**src/source/carry_settings.svh**
```systemverilog
/*
 * Width and depth macros for the carry-resolution stage
 */
`ifndef CARRY_SETTINGS_SVH
`define CARRY_SETTINGS_SVH

// ==============================
// Byte and buffer sizes
// ==============================

// Width of one coded output byte
`define CARRY_BYTE_W 8

// Width of a pending buffer address
`define CARRY_ADDR_W 4

// Number of pending buffer entries, one leading byte plus up to fifteen 255s
// Must equal 2 to the power of CARRY_ADDR_W so that the pointers wrap cleanly
`define CARRY_DEPTH 16

`endif
```
**src/source/carry_pkg.sv**
```systemverilog
/*
 * Shared types of the carry-resolution stage: byte, pointer and count vectors,
 * the input symbol and release command structs, and the two FSM state enums
 */
`include "carry_settings.svh"

package carry_pkg;

    // ==============================
    // Vector types
    // ==============================

    // One coded output byte
    typedef logic [`CARRY_BYTE_W-1:0] byte_t;

    // Read or write pointer into the pending buffer
    typedef logic [`CARRY_ADDR_W-1:0] addr_t;

    // Occupancy of the pending buffer, one bit wider so that full fits
    typedef logic [`CARRY_ADDR_W:0] count_t;

    // ==============================
    // Structs
    // ==============================

    // One input symbol from the range coder
    // A flush releases every held byte and carries no data of its own
    typedef struct packed {
        logic  flush;
        logic  carry;
        byte_t data;
    } in_symbol_t;

    // Release order from the classifier to the release FSM
    // Carry is only meaningful while start is high
    typedef struct packed {
        logic start;
        logic carry;
    } release_cmd_t;

    // ==============================
    // FSM states
    // ==============================

    typedef enum logic [2:0] {
        cls_idle,
        cls_release_wait,
        cls_push,
        cls_ack_high,
        cls_ack_low
    } classify_state_t;

    typedef enum logic [2:0] {
        rel_idle,
        rel_present,
        rel_wait_ack_high,
        rel_wait_ack_low,
        rel_done
    } release_state_t;

endpackage

```
**src/source/carry_resolve_top.sv**
```systemverilog
/*
 * Top level of the carry-resolution stage: classifier, pending byte buffer
 * and release FSM connected together
 */
`timescale 1ns/10ps

module carry_resolve_top (
    input  logic                  clk,
    input  logic                  reset,
    input  logic                  in_req,
    input  carry_pkg::in_symbol_t in_symbol,
    output logic                  in_ack,
    output logic                  out_req,
    input  logic                  out_ack,
    output carry_pkg::byte_t      out_byte
);
    import carry_pkg::*;

    // Classifier to release FSM
    release_cmd_t release_cmd;
    logic         release_done;

    // Buffer traffic
    logic         push;
    byte_t        push_data;
    logic         pop;
    byte_t        head_data;
    logic         full;
    logic         empty;

    carry_classifier i_classifier (
        .clk          (clk),
        .reset        (reset),
        .in_req       (in_req),
        .in_symbol    (in_symbol),
        .in_ack       (in_ack),
        .release_cmd  (release_cmd),
        .release_done (release_done),
        .push         (push),
        .push_data    (push_data),
        .full         (full)
    );

    // The count stays inside the buffer, the testbench reads it by hierarchy
    pending_byte_fifo i_fifo (
        .clk       (clk),
        .reset     (reset),
        .push      (push),
        .push_data (push_data),
        .pop       (pop),
        .head_data (head_data),
        .count     (),
        .full      (full),
        .empty     (empty)
    );

    carry_release i_release (
        .clk          (clk),
        .reset        (reset),
        .release_cmd  (release_cmd),
        .release_done (release_done),
        .pop          (pop),
        .head_data    (head_data),
        .empty        (empty),
        .out_req      (out_req),
        .out_ack      (out_ack),
        .out_byte     (out_byte)
    );

endmodule

```
**src/source/carry_release.sv**
```systemverilog
/*
 * Output side of the carry-resolution stage: drains the held bytes, adds the
 * released carry to each one and presents it on a four-phase output handshake
 */
`timescale 1ns/10ps

module carry_release (
    input  logic                    clk,
    input  logic                    reset,
    input  carry_pkg::release_cmd_t release_cmd,
    output logic                    release_done,
    output logic                    pop,
    input  carry_pkg::byte_t        head_data,
    input  logic                    empty,
    output logic                    out_req,
    input  logic                    out_ack,
    output carry_pkg::byte_t        out_byte
);
    import carry_pkg::*;

    release_state_t state;
    logic           carry_q;
    logic           load_carry;
    logic           load_byte;
    byte_t          next_byte;

    // ==============================
    // Byte with carry
    // ==============================

    // In idle the carry comes straight from the command, later from the latch
    assign load_carry = (state == rel_idle) ? release_cmd.carry : carry_q;

    // With carry 1 the leading byte gains one and every 255 wraps to 0
    assign next_byte = head_data + byte_t'(load_carry);

    // A new byte is loaded whenever out_req is about to rise
    assign load_byte = !empty &&
                       (((state == rel_idle) && release_cmd.start) || (state == rel_present));

    always_ff @(posedge clk) begin
        if (load_byte) begin
            out_byte <= next_byte;
        end
    end

    // The entry leaves the buffer at the edge where out_ack is first seen
    assign pop          = (state == rel_wait_ack_high) && out_ack;
    assign release_done = (state == rel_done);

    // ==============================
    // Release FSM
    // ==============================

    always_ff @(posedge clk) begin
        if (reset) begin
            state   <= rel_idle;
            out_req <= 1'b0;
            carry_q <= 1'b0;
        end else begin
            case (state)
                rel_idle: begin
                    if (release_cmd.start) begin
                        carry_q <= release_cmd.carry;
                        if (empty) begin
                            state <= rel_done;
                        end else begin
                            out_req <= 1'b1;
                            state   <= rel_wait_ack_high;
                        end
                    end
                end
                rel_wait_ack_high: begin
                    if (out_ack) begin
                        out_req <= 1'b0;
                        state   <= rel_wait_ack_low;
                    end
                end
                rel_wait_ack_low: begin
                    // Next byte only after the sink has dropped its ack
                    if (!out_ack) begin
                        state <= rel_present;
                    end
                end
                rel_present: begin
                    if (empty) begin
                        state <= rel_done;
                    end else begin
                        out_req <= 1'b1;
                        state   <= rel_wait_ack_high;
                    end
                end
                rel_done: begin
                    // Hold done until the classifier drops start
                    if (!release_cmd.start) begin
                        state <= rel_idle;
                    end
                end
                default: begin
                    state <= rel_idle;
                end
            endcase
        end
    end

    // The sink may sample out_byte at any point while out_req is high
    a_out_byte_stable: assert property (
        @(posedge clk) disable iff (reset) (out_req && $past(out_req)) |-> $stable(out_byte)
    ) else $error("out_byte changed while out_req was high");

endmodule

```
**src/source/pending_byte_fifo.sv**
```systemverilog
/*
 * Pending byte buffer: holds the leading candidate byte and the run of 255s
 * that follows it, in write order, with occupancy count, full and empty
 */
`timescale 1ns/10ps
`include "carry_settings.svh"

module pending_byte_fifo (
    input  logic              clk,
    input  logic              reset,
    input  logic              push,
    input  carry_pkg::byte_t  push_data,
    input  logic              pop,
    output carry_pkg::byte_t  head_data,
    output carry_pkg::count_t count,
    output logic              full,
    output logic              empty
);
    import carry_pkg::*;

    byte_t mem [`CARRY_DEPTH];
    addr_t wr_ptr;
    addr_t rd_ptr;

    // ==============================
    // Storage
    // ==============================

    // Payload only, the pointers and the count say which entries are valid
    always_ff @(posedge clk) begin
        if (push) begin
            mem[wr_ptr] <= push_data;
        end
    end

    // The oldest entry is always on the read port
    assign head_data = mem[rd_ptr];

    // ==============================
    // Pointers and occupancy
    // ==============================

    always_ff @(posedge clk) begin
        if (reset) begin
            wr_ptr <= '0;
            rd_ptr <= '0;
            count  <= '0;
        end else begin
            if (push) begin
                wr_ptr <= wr_ptr + addr_t'(1);
            end
            if (pop) begin
                rd_ptr <= rd_ptr + addr_t'(1);
            end
            // A push and a pop in the same cycle leave the count alone
            case ({push, pop})
                2'b10:   count <= count + count_t'(1);
                2'b01:   count <= count - count_t'(1);
                default: count <= count;
            endcase
        end
    end

    assign full  = (count == count_t'(`CARRY_DEPTH));
    assign empty = (count == '0);

    // ==============================
    // Checks
    // ==============================

    // The release FSM must see empty before it asks for another byte
    a_no_pop_when_empty: assert property (
        @(posedge clk) disable iff (reset) pop |-> !empty
    ) else $error("pop from an empty pending buffer");

    a_count_in_range: assert property (
        @(posedge clk) disable iff (reset) count <= count_t'(`CARRY_DEPTH)
    ) else $error("pending buffer count is above its depth");

endmodule

```
**src/source/carry_classifier.sv**
```systemverilog
/*
 * Input side of the carry-resolution stage: accepts one symbol per four-phase
 * handshake, orders a release of the held bytes when needed, then pushes
 */
`timescale 1ns/10ps

module carry_classifier (
    input  logic                    clk,
    input  logic                    reset,
    input  logic                    in_req,
    input  carry_pkg::in_symbol_t   in_symbol,
    output logic                    in_ack,
    output carry_pkg::release_cmd_t release_cmd,
    input  logic                    release_done,
    output logic                    push,
    output carry_pkg::byte_t        push_data,
    input  logic                    full
);
    import carry_pkg::*;

    classify_state_t state;
    logic            needs_release;
    logic            release_carry;

    // ==============================
    // Classification
    // ==============================

    // A plain 255 without carry can still be changed by a later carry, so it
    // only extends the held run
    // Anything else makes every held byte final
    assign needs_release = in_symbol.flush || in_symbol.carry || (in_symbol.data != '1);

    // A flush drains the buffer unchanged, whatever its carry bit says
    assign release_carry = in_symbol.carry && !in_symbol.flush;

    // in_symbol is held stable by the source until in_ack, so the data is
    // pushed straight from the input
    assign push_data = in_symbol.data;

    // The push waits here while the buffer is full
    assign push = (state == cls_push) && !full;

    assign in_ack = (state == cls_ack_high);

    // ==============================
    // Symbol FSM
    // ==============================

    always_ff @(posedge clk) begin
        if (reset) begin
            state       <= cls_idle;
            release_cmd <= '0;
        end else begin
            case (state)
                cls_idle: begin
                    if (in_req) begin
                        if (needs_release) begin
                            release_cmd.start <= 1'b1;
                            release_cmd.carry <= release_carry;
                            state             <= cls_release_wait;
                        end else begin
                            state <= cls_push;
                        end
                    end
                end
                cls_release_wait: begin
                    // Four-phase exchange with the release FSM
                    // Start drops once done is seen, then done must drop too
                    if (release_cmd.start) begin
                        if (release_done) begin
                            release_cmd.start <= 1'b0;
                        end
                    end else if (!release_done) begin
                        // A flush leaves the buffer empty for the next symbol
                        state <= in_symbol.flush ? cls_ack_high : cls_push;
                    end
                end
                cls_push: begin
                    if (!full) begin
                        state <= cls_ack_high;
                    end
                end
                cls_ack_high: begin
                    if (!in_req) begin
                        state <= cls_ack_low;
                    end
                end
                cls_ack_low: begin
                    // One cycle with in_ack low before the next symbol is taken
                    state <= cls_idle;
                end
                default: begin
                    state <= cls_idle;
                end
            endcase
        end
    end

    // A run of 255s longer than the buffer would stall the push forever,
    // since only a later symbol could free an entry
    a_push_has_room: assert property (
        @(posedge clk) disable iff (reset) (state == cls_push) |-> !full
    ) else $error("run of 255 bytes is longer than the pending buffer");

endmodule

```
**config.mk**
```make
export PLATFORM = sky130hd
export DESIGN_NAME = carry_resolve_top
export DESIGN_NICKNAME = d
export VERILOG_FILES = /design/src/source/carry_pkg.sv /design/src/source/carry_resolve_top.sv /design/src/source/carry_release.sv /design/src/source/pending_byte_fifo.sv /design/src/source/carry_classifier.sv
export VERILOG_INCLUDE_DIRS = /design/src /design/src/source
export SDC_FILE = /design/constraint.sdc
export NUM_CORES = 1
export LEC_CHECK = 0
export BUFFER_PORTS_ARGS = -buffer_cell sky130_fd_sc_hd__buf_2
export CAP_MARGIN = 5
export CORE_MARGIN = 2
export CORE_UTILIZATION = 53
export CTS_CLUSTER_SIZE = 24
export DETAILED_ROUTE_END_ITERATION = 12
export PLACE_DENSITY = 0.73
export SYNTH_ARGS = -nofsm -noshare
export SYNTH_HDL_FRONTEND = slang
export SYNTH_HIERARCHICAL = 1
export SYNTH_SLANG_ARGS = --single-unit
export TNS_END_PERCENT = 30
```
**constraint.sdc**
```tcl
create_clock -name clk -period 2.75 [get_ports clk]
set_input_delay 0 -clock clk [delete_from_list [all_inputs] [get_ports clk]]
set_output_delay 0 -clock clk [all_outputs]
set_load 0.1 [all_outputs]
```
# After elaboration in Yosys (flattened, before gate mapping)

Memory sizes are Yosys's and may differ from the RTL's. A register that Yosys moved wholly into a read port is not among the register bits.
Cells that the tools add are included.

Bits in registers: 31
Bits in writable memories: 128
Input bits: 14
Memories kept: 1

Add/subtract/negate cells: 5
Equality and inequality tests: 21
Muxes and demuxes: 29
Reduce and logical (&&, ||, !) cells: 23

Memory list:

| memory     | depth | width | read ports | clocked after Yosys merged registers in | wr ports | line                    | source |
|---|---|---|---|---|---|---|---|
| i_fifo.mem | 16    | 8     | 1          | 1                                       | 1        | pending_byte_fifo.sv:21 | `` byte_t mem [`CARRY_DEPTH]; `` |

Operators by type and width:

| cell                  | number |
|---|---|
| $mux W3               | 10 |
| $ne A2 B2 Y1 const B  | 9 |
| $pmux W3 S5           | 1 |
| $eq A3 B2 Y1 const B  | 4 |
| $pmux W3 S4           | 1 |
| $pmux W5 S2           | 1 |
| $mux W1               | 9 |
| $reduce_and A3 Y1     | 3 |
| $add A4 B1 Y4 const B | 2 |
| $add A8 B1 Y8         | 1 |
| $mux W4               | 2 |
| $ne A8 B8 Y1 const B  | 1 |
| $eq A3 B1 Y1 const B  | 2 |
| $logic_not A3 Y1      | 2 |
| $mux W2               | 3 |
| $add A5 B1 Y5 const B | 1 |
| $eq A5 B5 Y1 const B  | 1 |
| $logic_and A1 B1 Y1   | 5 |
| $logic_not A5 Y1      | 1 |
| $reduce_and A5 Y1     | 1 |
| $sub A5 B1 Y5 const B | 1 |
| $reduce_and A4 Y1     | 1 |
| $reduce_bool A2 Y1    | 2 |
| $eq A3 B3 Y1 const B  | 1 |
| other kinds (9)       | 13 |

# Longest topological paths before layout

Gate-level depths: netlist (run 1).

Word-level depth: 5
Mapped depth: 13
Depth with buffers taken out: 11

# Hierarchy

Netlist (run 1), hierarchy kept.

By module, submodules not included:

| module            | times used | cells an instance | area each (µm²) |
|---|---|---|---|
| pending_byte_fifo | 1          | 313               | 5808.1 |
| carry_release     | 1          | 48                | 606.8 |
| carry_classifier  | 1          | 45                | 387.9 |

# Least setup slack after synthesis (run 1)

Ideal clock, no wire load.

Kind: register to register
From: register i_fifo.count[0]
To: register i_fifo.count[4]
Setup time: 0.062 ns
Arrival: 2.759 ns
Data required time: 2.688 ns
Setup slack: -0.071 ns
Stages on the path, launching flop included: 14
Buffers on the path: 2
Clock period less this slack: 2.821 ns
Cell sequence: dfxtp_1 or4_1 nor2_1 nor4b_1 clkbuf_1 inv_1 ha_1 buf_6 xor2_1 ha_1 a21oi_2 a221oi_2 or4b_1 nand3_1

Word-level cells in the longest chain between the ends: 5
Elaborated cells on any way between the ends: 9
Those cells by class: add/sub: 2; eq/ne: 3; mux: 1; reduce/logical: 3

Ends and longest elaborated chain:

| item                                                     | line                    | source |
|---|---|---|
| from (decl)                                              | pending_byte_fifo.sv:15 | `output carry_pkg::count_t count,` |
| from (signal assigned)                                   | pending_byte_fifo.sv:57 | `2'b10: count <= count + count_t'(1);` |
| from (signal assigned)                                   | pending_byte_fifo.sv:58 | `2'b01: count <= count - count_t'(1);` |
| from (signal assigned)                                   | pending_byte_fifo.sv:59 | `default: count <= count;` |
| $eq A5 B5 Y1 (*)                                         | pending_byte_fifo.sv:64 | `` assign full = (count == count_t'(`CARRY_DEPTH)); `` |
| via full                                                 | carry_resolve_top.sv:28 | `logic full;` |
| $logic_not A1 Y1 (*)                                     | carry_classifier.sv:42  | `assign push = (state == cls_push) && !full;` |
| $logic_and A1 B1 Y1 (*)                                  | carry_classifier.sv:42  |  |
| via push                                                 | carry_resolve_top.sv:24 | `logic push;` |
| $eq A2 B1 Y1 / $eq A2 B2 Y1 (equally long branches)      | pending_byte_fifo.sv:56 | `case ({push, pop})` |
| $pmux W5 S2 / $reduce_bool A2 Y1 (equally long branches) | --                      |  |

Mark *: on every way through the listed nets, which the timed path passes. The rest lies on a longest branch.
A chain may end at the register's enable or synchronous reset.

# Worst setup path after layout (run 1)

From: register i_fifo.count[2]
To: register i_fifo.count[4]

Same word-level chain as after synthesis.

==> impl_table.tex, run 1 <==
\begin{tabular}{lr}
\hline
Metric & Value \\
\hline
\multicolumn{2}{l}{\textbf{Worst setup path}} \\
\quad Crit. End Element & flop \\
\quad Worst Path Max Fanout & 5 \\
\quad Logic depth of the worst register-to-register path & 11 \\
\quad Reg2reg end & i\_fifo/count[4] \\
\quad R2r startpoint & i\_fifo/count[2] \\
\quad Required time at the endpoint of the critical path & 3.11 ns \\
\quad Reg2reg setup slack & 0.16 ns \\
\quad Worst setup path category & reg -> reg \\
\quad Category of the worst setup path launch point & flop \\
\quad Arrival time at the worst endpoint & 2.96 ns \\
\multicolumn{2}{l}{\textbf{Die}} \\
\quad Placeable core region & 12600 sq um \\
\quad Die Y & 117 um \\
\quad Initial cell density of the core & 54.1\% \\
\quad Die X & 117 um \\
\quad Die footprint & 13800 sq um \\
\quad Number of standard-cell rows in the floorplan & 41 \\
\quad Boundary Pins & 24 \\
\multicolumn{2}{l}{\textbf{STA}} \\
\quad RSZ-0062 raised after global routing & false \\
\quad Part of the cycle the worst path needs & 94.4\% \\
\quad Final hold viol count & 0 \\
\quad Final worst slack & 0.155 ns \\
\quad Headroom to the max-slew limit & 47.8\% \\
\quad Pins Over Slew Limit & 0 \\
\quad Setup skew after layout & 0.00875 ns \\
\quad Maximum frequency from static timing analysis & 0.385 GHz \\
\quad Final critical delay including setup and external delays & 2.59 ns \\
\quad Final-report setup violation count & 0 \\
\quad Worst Max-Slew Pin Slew & 0.779 ns \\
\multicolumn{2}{l}{\textbf{Worst hold path}} \\
\quad Launch instance of the worst min-delay path & in\_symbol[5] \\
\quad Hold Path Class & in -> reg \\
\quad Sink of the worst hold path & i\_fifo/mem[5][5] \\
\quad Hold Path Stages & 1 \\
\multicolumn{2}{l}{\textbf{GRT}} \\
\quad Combined global-route utilization of all metal layers & 20.7\% \\
\quad Met2 usage & 35.4\% \\
\quad Global route overflow & 0 \\
\quad Via count of the first global-routing pass & 3777 \\
\quad First-pass GRT wire length & 20500 um \\
\quad Number of antenna violations at the first check in global routing & 0 \\
\quad Met3 Track Usage GR & 5.10\% \\
\quad Pin count of the biggest net entering global routing & 33 \\
\quad Most heavily used metal layer in global routing & met2 \\
\quad Routing usage on met1 & 25.6\% \\
\multicolumn{2}{l}{\textbf{Logic synthesis}} \\
\quad Top post-synthesis cells by area & edfxtp\_1 (60\%), mux4\_2 (11\%), dfxtp\_1 (7.9\%) \\
\quad Unique masters post-synth & 58 \\
\quad Synth cell count leaders & edfxtp\_1 (136), mux4\_2 (32), dfxtp\_1 (27) \\
\quad Share of the synthesized area in the top cell type & 60.0\% \\
\quad Area of the mapped netlist & 6800 sq um \\
\quad Share of synthesized flip-flops with an asynchronous set or reset & 0\% \\
\quad Mapped Cells & 406 \\
\quad Synthesized area per cell & 16.8 sq um \\
\quad Yosys warning count & 6 \\
\quad Synthesized net count & 431 \\
\quad Most area-hungry cell type in the Yosys netlist & edfxtp\_1 \\
\quad Most common cell in the netlist & edfxtp\_1 \\
\quad Number of enable-type register cells in the synthesized netlist & 136 \\
\quad Post-synthesis sequential area ratio & 68.0\% \\
\quad Flops \& latches, synth & 163 \\
\quad Commonest register cell after synthesis & edfxtp\_1 \\
\multicolumn{2}{l}{\textbf{Pwr}} \\
\quad Total internal power & 4.57 mW \\
\quad Reported leakage power & 2.65 nW \\
\quad Total power consumption of the routed design & 6.18 mW \\
\quad Logic gate share of total power & 15.9\% \\
\quad Power dissipated by switching net loads & 1.61 mW \\
\quad Share of total power in sequential cells & 46.2\% \\
\quad Cell area power density & 785 nW/um\^{}2 \\
\quad Relative contribution of the clock network to total power & 37.9\% \\
\quad Peak ir drop on the vdd network & 0.000468 V \\
\quad Net Sw Frac & 26.1\% \\
\multicolumn{2}{l}{\textbf{Place}} \\
\quad HPWL after detailed placement & 8560 um \\
\quad \# port buffers & 23 \\
\quad Pre-CTS setup slack & -0.00220 ns \\
\quad Routability congestion estimate & 0.774 \\
\multicolumn{2}{l}{\textbf{Finish}} \\
\quad Number of nets in the finished design & 478 \\
\quad Area growth from synthesis to layout & 15.7\% \\
\quad Share of cells above drive strength 1 & 25.8\% \\
\quad Total inserted antenna cells & 0 \\
\multicolumn{2}{l}{\textbf{Routing}} \\
\quad Via count of the routed design & 3668 \\
\quad ANT nets after route & 0 \\
\quad Avg WL per Cell & 20.6 um \\
\quad Initial detailed-routing violation count & 376 \\
\quad Pre-Repair DR Iteration Count & 5 \\
\quad Sum of routed wire length over all layers & 13200 um \\
\quad Detail-routed via count per cell & 5.75 \\
\quad Residual DRC & 0 \\
\multicolumn{2}{l}{\textbf{Job}} \\
\quad Total of max-cap violations & 0 \\
\multicolumn{2}{l}{\textbf{Outcome}} \\
\quad Run status & finished clean \\
\multicolumn{2}{l}{\textbf{CTS}} \\
\quad Clock root buffer & clkbuf\_16 \\
\quad Number of sinks driven by the clock tree & 163 \\
\quad Number of clock buffers inserted by TritonCTS & 17 \\
\quad Clock tree from TritonCTS & yes \\
\quad Htree depth & 4 \\
\quad Maximum clock insertion buffer count & 2 \\
\quad Clk\_lat worst skew & 0.42 ns \\
\quad Worst-path clk slew & 0.06 ns \\
\hline
\end{tabular}
[kinds of logic (layout without fill, tap and decap cells)]
group | count (synthesis) | in the layout | synth area share (%)
flip-flops | 163 | 163 | 68.0
AND/OR/NAND/NOR | 109 | 109 | 9.34
AO/OA/AOI/OAI | 39 | 39 | 4.40
multiplexers | 38 | 38 | 11.5
buffers and inverters | 31 | 91 | 2.83
XOR/XNOR | 15 | 15 | 1.93
adder cells (fa/ha/maj) | 11 | 11 | 2.02
[what timing repair did]
action / CTS / global route
pin swaps: 1 / 5
resized for setup: 0 / 6
endpoints found under the setup margin: 1 / 1
hold endpoints to repair: 111 / 0
setup buffers: 0 / 2
hold buffers: 11 / 0
[power groups by stage]
stage | sequential, mW | clock [mW] | combinational [mW]
floorplan | 3.10 | 0 | 0.546
global placement | 2.90 | 0 | 0.916
detailed placement | 2.90 | 0 | 0.941
CTS | 2.85 | 2.38 | 0.960
global route | 2.87 | 2.47 | 1.06
finish | 2.86 | 2.34 | 0.982
[cell usage in the layout (no fill, tap or decap), types with 6 or more instances in the layout]
| cell | netlist | layout |
|---|---|---|
| edfxtp_1 | 136 | 136 |
| clkbuf_16 | 0 | 17 |
| mux4_2 | 32 | 32 |
| buf_4 | 10 | 16 |
| xor2_1 | 9 | 9 |
| dlygate4sd3_1 | 0 | 11 |
| dfxtp_1 | 27 | 23 |
| ha_1 | 11 | 9 |
| and2_1 | 17 | 17 |
| xnor2_1 | 6 | 6 |
| a22oi_1 | 16 | 16 |
| buf_2 | 1 | 23 |
| nand2_1 | 23 | 23 |
| nor2_1 | 22 | 21 |
| inv_1 | 7 | 6 |
[through the flow]
stage / cell area (sq um) / hold slack [ns] / TNS (ns) / util (%) / std cells
6_report: 7870 / 0.00902 / 0 / 62.6 / 638
5_1_grt: 7870 / 0.0119 / 0 / 62.6 / 638
4_1_cts: 7840 / 0.00791 / 0 / 62.4 / 637
3_5_place_dp: 7140 / 0.299 / -0.00220 / 56.8 / 594
3_3_place_gp: 7140 / 0.288 / 0 / 56.8 / 594
2_1_floorplan: 6830 / 0.0691 / -0.00217 / - / 406
[worst max path at each step]
stage                     from         endpoint  slack (ns)
6_report       i_fifo/count[2]  i_fifo/count[4]        0.16
5_1_grt        i_fifo/count[2]  i_fifo/count[4]        0.02
4_1_cts        i_fifo/count[0]  i_fifo/count[4]       0.006
3_5_place_dp   i_fifo/count[0]  i_fifo/count[4]      -0.002
3_3_place_gp   i_fifo/count[3]  i_fifo/count[4]        0.08
2_1_floorplan  i_fifo/count[0]  i_fifo/count[4]      -0.002
[critical path, stage by stage (launching register included)]
cell and delay (ns):
dfxtp_2 0.32, or4_4 0.55, nor2_4 0.11, nor4b_2 0.07
inv_4 0.08, ha_4 0.16, xor2_1 0.15, ha_2 0.21
a21oi_2 0.05, a221oi_2 0.30, or4b_1 0.46, nand3_1 0.07
[sequential cells by signal, summed over array words and instances (netlist names), named ones only]
register / cells
i_fifo/mem: 128
i_release/out_byte: 8
i_fifo/count: 5
i_fifo/rd_ptr: 4
i_fifo/wr_ptr: 4
i_classifier/state: 3
i_release/state: 3
i_classifier/release_cmd: 2
i_release/carry_q: 1
i_release/out_req: 1
[per-layer routing]
layer | vias up | part of all wire (%)
li1 | 1684 | -
met1 | 1858 | 41
met2 | 100 | 53
met3 | 26 | 4.0
met4 | 0 | 2.6
met5 | - | 0
[layout make-up]
class / instances / area (sq um)
Tap cell: 172 / 215
Inverter: 7 / 28.8
Clock inverter: 13 / 158
Multi-Input combinational cell: 212 / 2020
Fill cell: 877 / 4700
Sequential cell: 163 / 4630
Clock buffer: 19 / 433
Timing Repair Buffer: 52 / 385
Power figures use the tool's default switching activity.
==> run 2, diff against run 1 <==
Settings changed: GPL_TIMING_DRIVEN from default to 0.
==> impl_table.tex, run 2 (synthesis results as in run 1) <==
\begin{tabular}{lr}
\hline
Metric & Value \\
\hline
\multicolumn{2}{l}{\textbf{Routing}} \\
\quad Sum of routed wire length over all layers & 13100 um (-0.82\%) \\
\quad Initial detailed-routing violation count & 347 (-7.7\%) \\
\quad Detail-routed via count per cell & 5.69 (-1.1\%) \\
\quad ANT nets after route & 0 (unchanged) \\
\quad Pre-Repair DR Iteration Count & 5 (unchanged) \\
\quad Via count of the routed design & 3668 (unchanged) \\
\quad Residual DRC & 0 (unchanged) \\
\quad Avg WL per Cell & 20.2 um (-1.9\%) \\
\multicolumn{2}{l}{\textbf{Finish}} \\
\quad Number of nets in the finished design & 485 (+1.5\%) \\
\quad Area growth from synthesis to layout & 15.1\% \\
\quad Share of cells above drive strength 1 & 27.1\% (+1.3 points) \\
\quad Biggest registers after layout & i\_fifo/mem (128), i\_release/out\_byte (8), i\_fifo/count (5) \\
\quad Post-Layout Inst Area & 7830 sq um (-0.48\%) \\
\quad Leading cell type in the layout, fill and taps excluded & edfxtp\_1 \\
\quad Top register by number of flip-flops & i\_fifo/mem \\
\quad Finished Core Util & 62.3\% (-0.30 points) \\
\quad Number of non-filler instances in the completed layout & 645 (+1.1\%) \\
\quad FILL cells & 905 (+3.2\%) \\
\quad Largest register FFs & 128 (unchanged) \\
\quad FF/Latch Area & 4630 sq um (about the same) \\
\quad Area taken by multi-input logic gates & 2030 sq um (+0.43\%) \\
\quad Total inserted antenna cells & 0 (unchanged) \\
\quad Most frequent cells in the layout & edfxtp\_1 (136), mux4\_2 (32), buf\_2 (24) \\
\multicolumn{2}{l}{\textbf{CTS}} \\
\quad Number of sinks driven by the clock tree & 163 (unchanged) \\
\quad Clock root buffer & clkbuf\_16 \\
\quad Number of clock buffers inserted by TritonCTS & 17 (unchanged) \\
\quad Worst-path clk slew & 0.06 ns (about the same) \\
\quad Clk\_lat worst skew & 0.42 ns (about the same) \\
\quad Htree depth & 4 (unchanged) \\
\quad Clock tree from TritonCTS & yes \\
\quad Maximum clock insertion buffer count & 2 (unchanged) \\
\multicolumn{2}{l}{\textbf{STA}} \\
\quad Final worst slack & -0.0132 ns (-0.168 ns) \\
\quad Setup skew after layout & 0.0112 ns (+0.00241 ns) \\
\quad Worst hold slack & 0.0239 ns (+0.0149 ns) \\
\quad RSZ-0062 raised after global routing & true \\
\quad Final-report setup violation count & 1 (+1) \\
\quad Final sum of negative setup slack & -0.0132 ns (-0.0132 ns) \\
\quad Final critical delay including setup and external delays & 2.76 ns (+0.168 ns) \\
\quad Final hold viol count & 0 (unchanged) \\
\quad Headroom to the max-slew limit & 52.0\% (+4.2 points) \\
\quad Maximum frequency from static timing analysis & 0.362 GHz (-6.1\%) \\
\quad Part of the cycle the worst path needs & 100\% (+6.1 points) \\
\quad Pins Over Slew Limit & 0 (unchanged) \\
\quad Worst Max-Slew Pin Slew & 0.715 ns (-0.0634 ns) \\
\multicolumn{2}{l}{\textbf{Die}} \\
\quad Die Y & 117 um (unchanged) \\
\quad Boundary Pins & 24 (unchanged) \\
\quad Number of standard-cell rows in the floorplan & 41 (unchanged) \\
\quad Initial cell density of the core & 54.1\% (unchanged) \\
\quad Die X & 117 um (unchanged) \\
\quad Placeable core region & 12600 sq um (unchanged) \\
\quad Die footprint & 13800 sq um (unchanged) \\
\multicolumn{2}{l}{\textbf{Worst setup path}} \\
\quad Category of the worst setup path launch point & flop \\
\quad Required time at the endpoint of the critical path & 3.11 ns (about the same) \\
\quad R2r startpoint & i\_fifo/count[0] \\
\quad Crit. End Element & flop \\
\quad Logic depth of the worst register-to-register path & 12 (+1) \\
\quad Arrival time at the worst endpoint & 3.13 ns (+0.17 ns) \\
\quad Worst Path Max Fanout & 5 (unchanged) \\
\quad Launch point of the critical path & i\_fifo/count[0] \\
\quad Worst setup path category & reg -> reg \\
\multicolumn{2}{l}{\textbf{GRT}} \\
\quad Via count of the first global-routing pass & 3626 (-4.0\%) \\
\quad First-pass GRT wire length & 20100 um (-1.8\%) \\
\quad Global route overflow & 0 (unchanged) \\
\quad Combined global-route utilization of all metal layers & 20.9\% (+0.20 points) \\
\quad Number of antenna violations at the first check in global routing & 0 (unchanged) \\
\quad Pin count of the biggest net entering global routing & 17 (-48\%) \\
\multicolumn{2}{l}{\textbf{Outcome}} \\
\quad Violated checks & negative setup slack \\
\quad Run status & finished with violations \\
\multicolumn{2}{l}{\textbf{Pwr}} \\
\quad Net Sw Frac & 27.6\% (+1.5 points) \\
\quad Peak ir drop on the vdd network & 0.000508 V (+8.5\%) \\
\quad Reported leakage power & 2.63 nW (-0.68\%) \\
\quad Total power consumption of the routed design & 5.97 mW (-3.4\%) \\
\quad Total internal power & 4.33 mW (-5.3\%) \\
\quad Share of total power in sequential cells & 47.9\% (+1.7 points) \\
\quad Power dissipated by switching net loads & 1.65 mW (+2.2\%) \\
\quad Cell area power density & 763 nW/um\^{}2 (-2.9\%) \\
\quad Relative contribution of the clock network to total power & 35.2\% (-2.7 points) \\
\quad Logic gate share of total power & 17.0\% (+1.1 points) \\
\multicolumn{2}{l}{\textbf{Worst hold path}} \\
\quad Launch instance of the worst min-delay path & in\_symbol[6] \\
\quad Hold Path Stages & 2 (+1) \\
\quad Hold Path Class & in -> reg \\
\multicolumn{2}{l}{\textbf{Place}} \\
\quad \# port buffers & 23 (unchanged) \\
\quad Routability congestion estimate & 0.753 (-2.7\%) \\
\quad Pre-CTS setup slack & -0.314 ns (-0.311 ns) \\
\quad Placed insts & 601 (+1.2\%) \\
\quad Cell Area, Placed & 7160 sq um (+0.23\%) \\
\quad HPWL after detailed placement & 8520 um (-0.45\%) \\
\multicolumn{2}{l}{\textbf{Job}} \\
\quad Total of max-cap violations & 0 (unchanged) \\
\hline
\end{tabular}
run 2: cell count changes in the layout (fill, tap and decap cells not counted), moves of 3 or more:
cell           before  now
dlygate4sd3_1      11    7
clkinvlp_4          1    4
bufinv_16           3    0
buf_1               0    4
buf_6               0    5
run 2: layout make-up:
class	count	area share [%]
inverters	7	0.368
clock buffers	18	5.48
clock inverters	14	1.33
repair buffers	36	2.94
flip-flops and latches	163	59.2
well taps	172	2.75
plain buffers	23	2.09
multi-input cells	212	25.9
run 2: routing by layer:
metal | vias to the layer above | global-route usage (%) | routed length (um)
met5 | - | 0 | 0
met4 | 0 | 9.02 | 278
met3 | 15 | 4.99 | 728
met2 | 118 | 33.2 | 6490
met1 | 1839 | 27.9 | 5560
li1 | 1696 | - | -
run 2: power groups by stage:
stage / Sequential, mW / Combinational, mW / Clock [mW]
final: 2.86 / 1.01 / 2.10
after global routing: 2.87 / 1.10 / 2.24
after CTS: 2.85 / 0.998 / 2.14
after detailed placement: 2.90 / 0.942 / 0
after global placement: 2.90 / 0.922 / 0
after floorplan: 3.10 / 0.546 / 0
run 2: final timing paths:
kind,end,slack [ns]
max,i_fifo/count[4],-0.01
min,i_fifo/mem[15][6],0.02
min reg2reg,i_release/out_req,0.46
max reg2reg,i_fifo/count[4],-0.01
run 2: timing repair:
item / in CTS / in global routing
hold buffers: 7 / 0
endpoints found under the setup margin: 58 / 4
setup buffers: 2 / 4
pin swaps: 3 / 4
cloned: 0 / 0
hold endpoints to repair: 8 / 0
gates resized for setup: 6 / 4
run 2: worst max-delay path, stage by stage, from the launching register on:
cell and delay (ns):
dfxtp_4 0.36, or4_4 0.54, nor2_4 0.15, nor4b_4 0.07
inv_4 0.10, ha_4 0.15, buf_6 0.11, xor2_1 0.15
ha_2 0.22, a21oi_2 0.05, a221oi_2 0.27, or4b_1 0.46
nand3_1 0.07
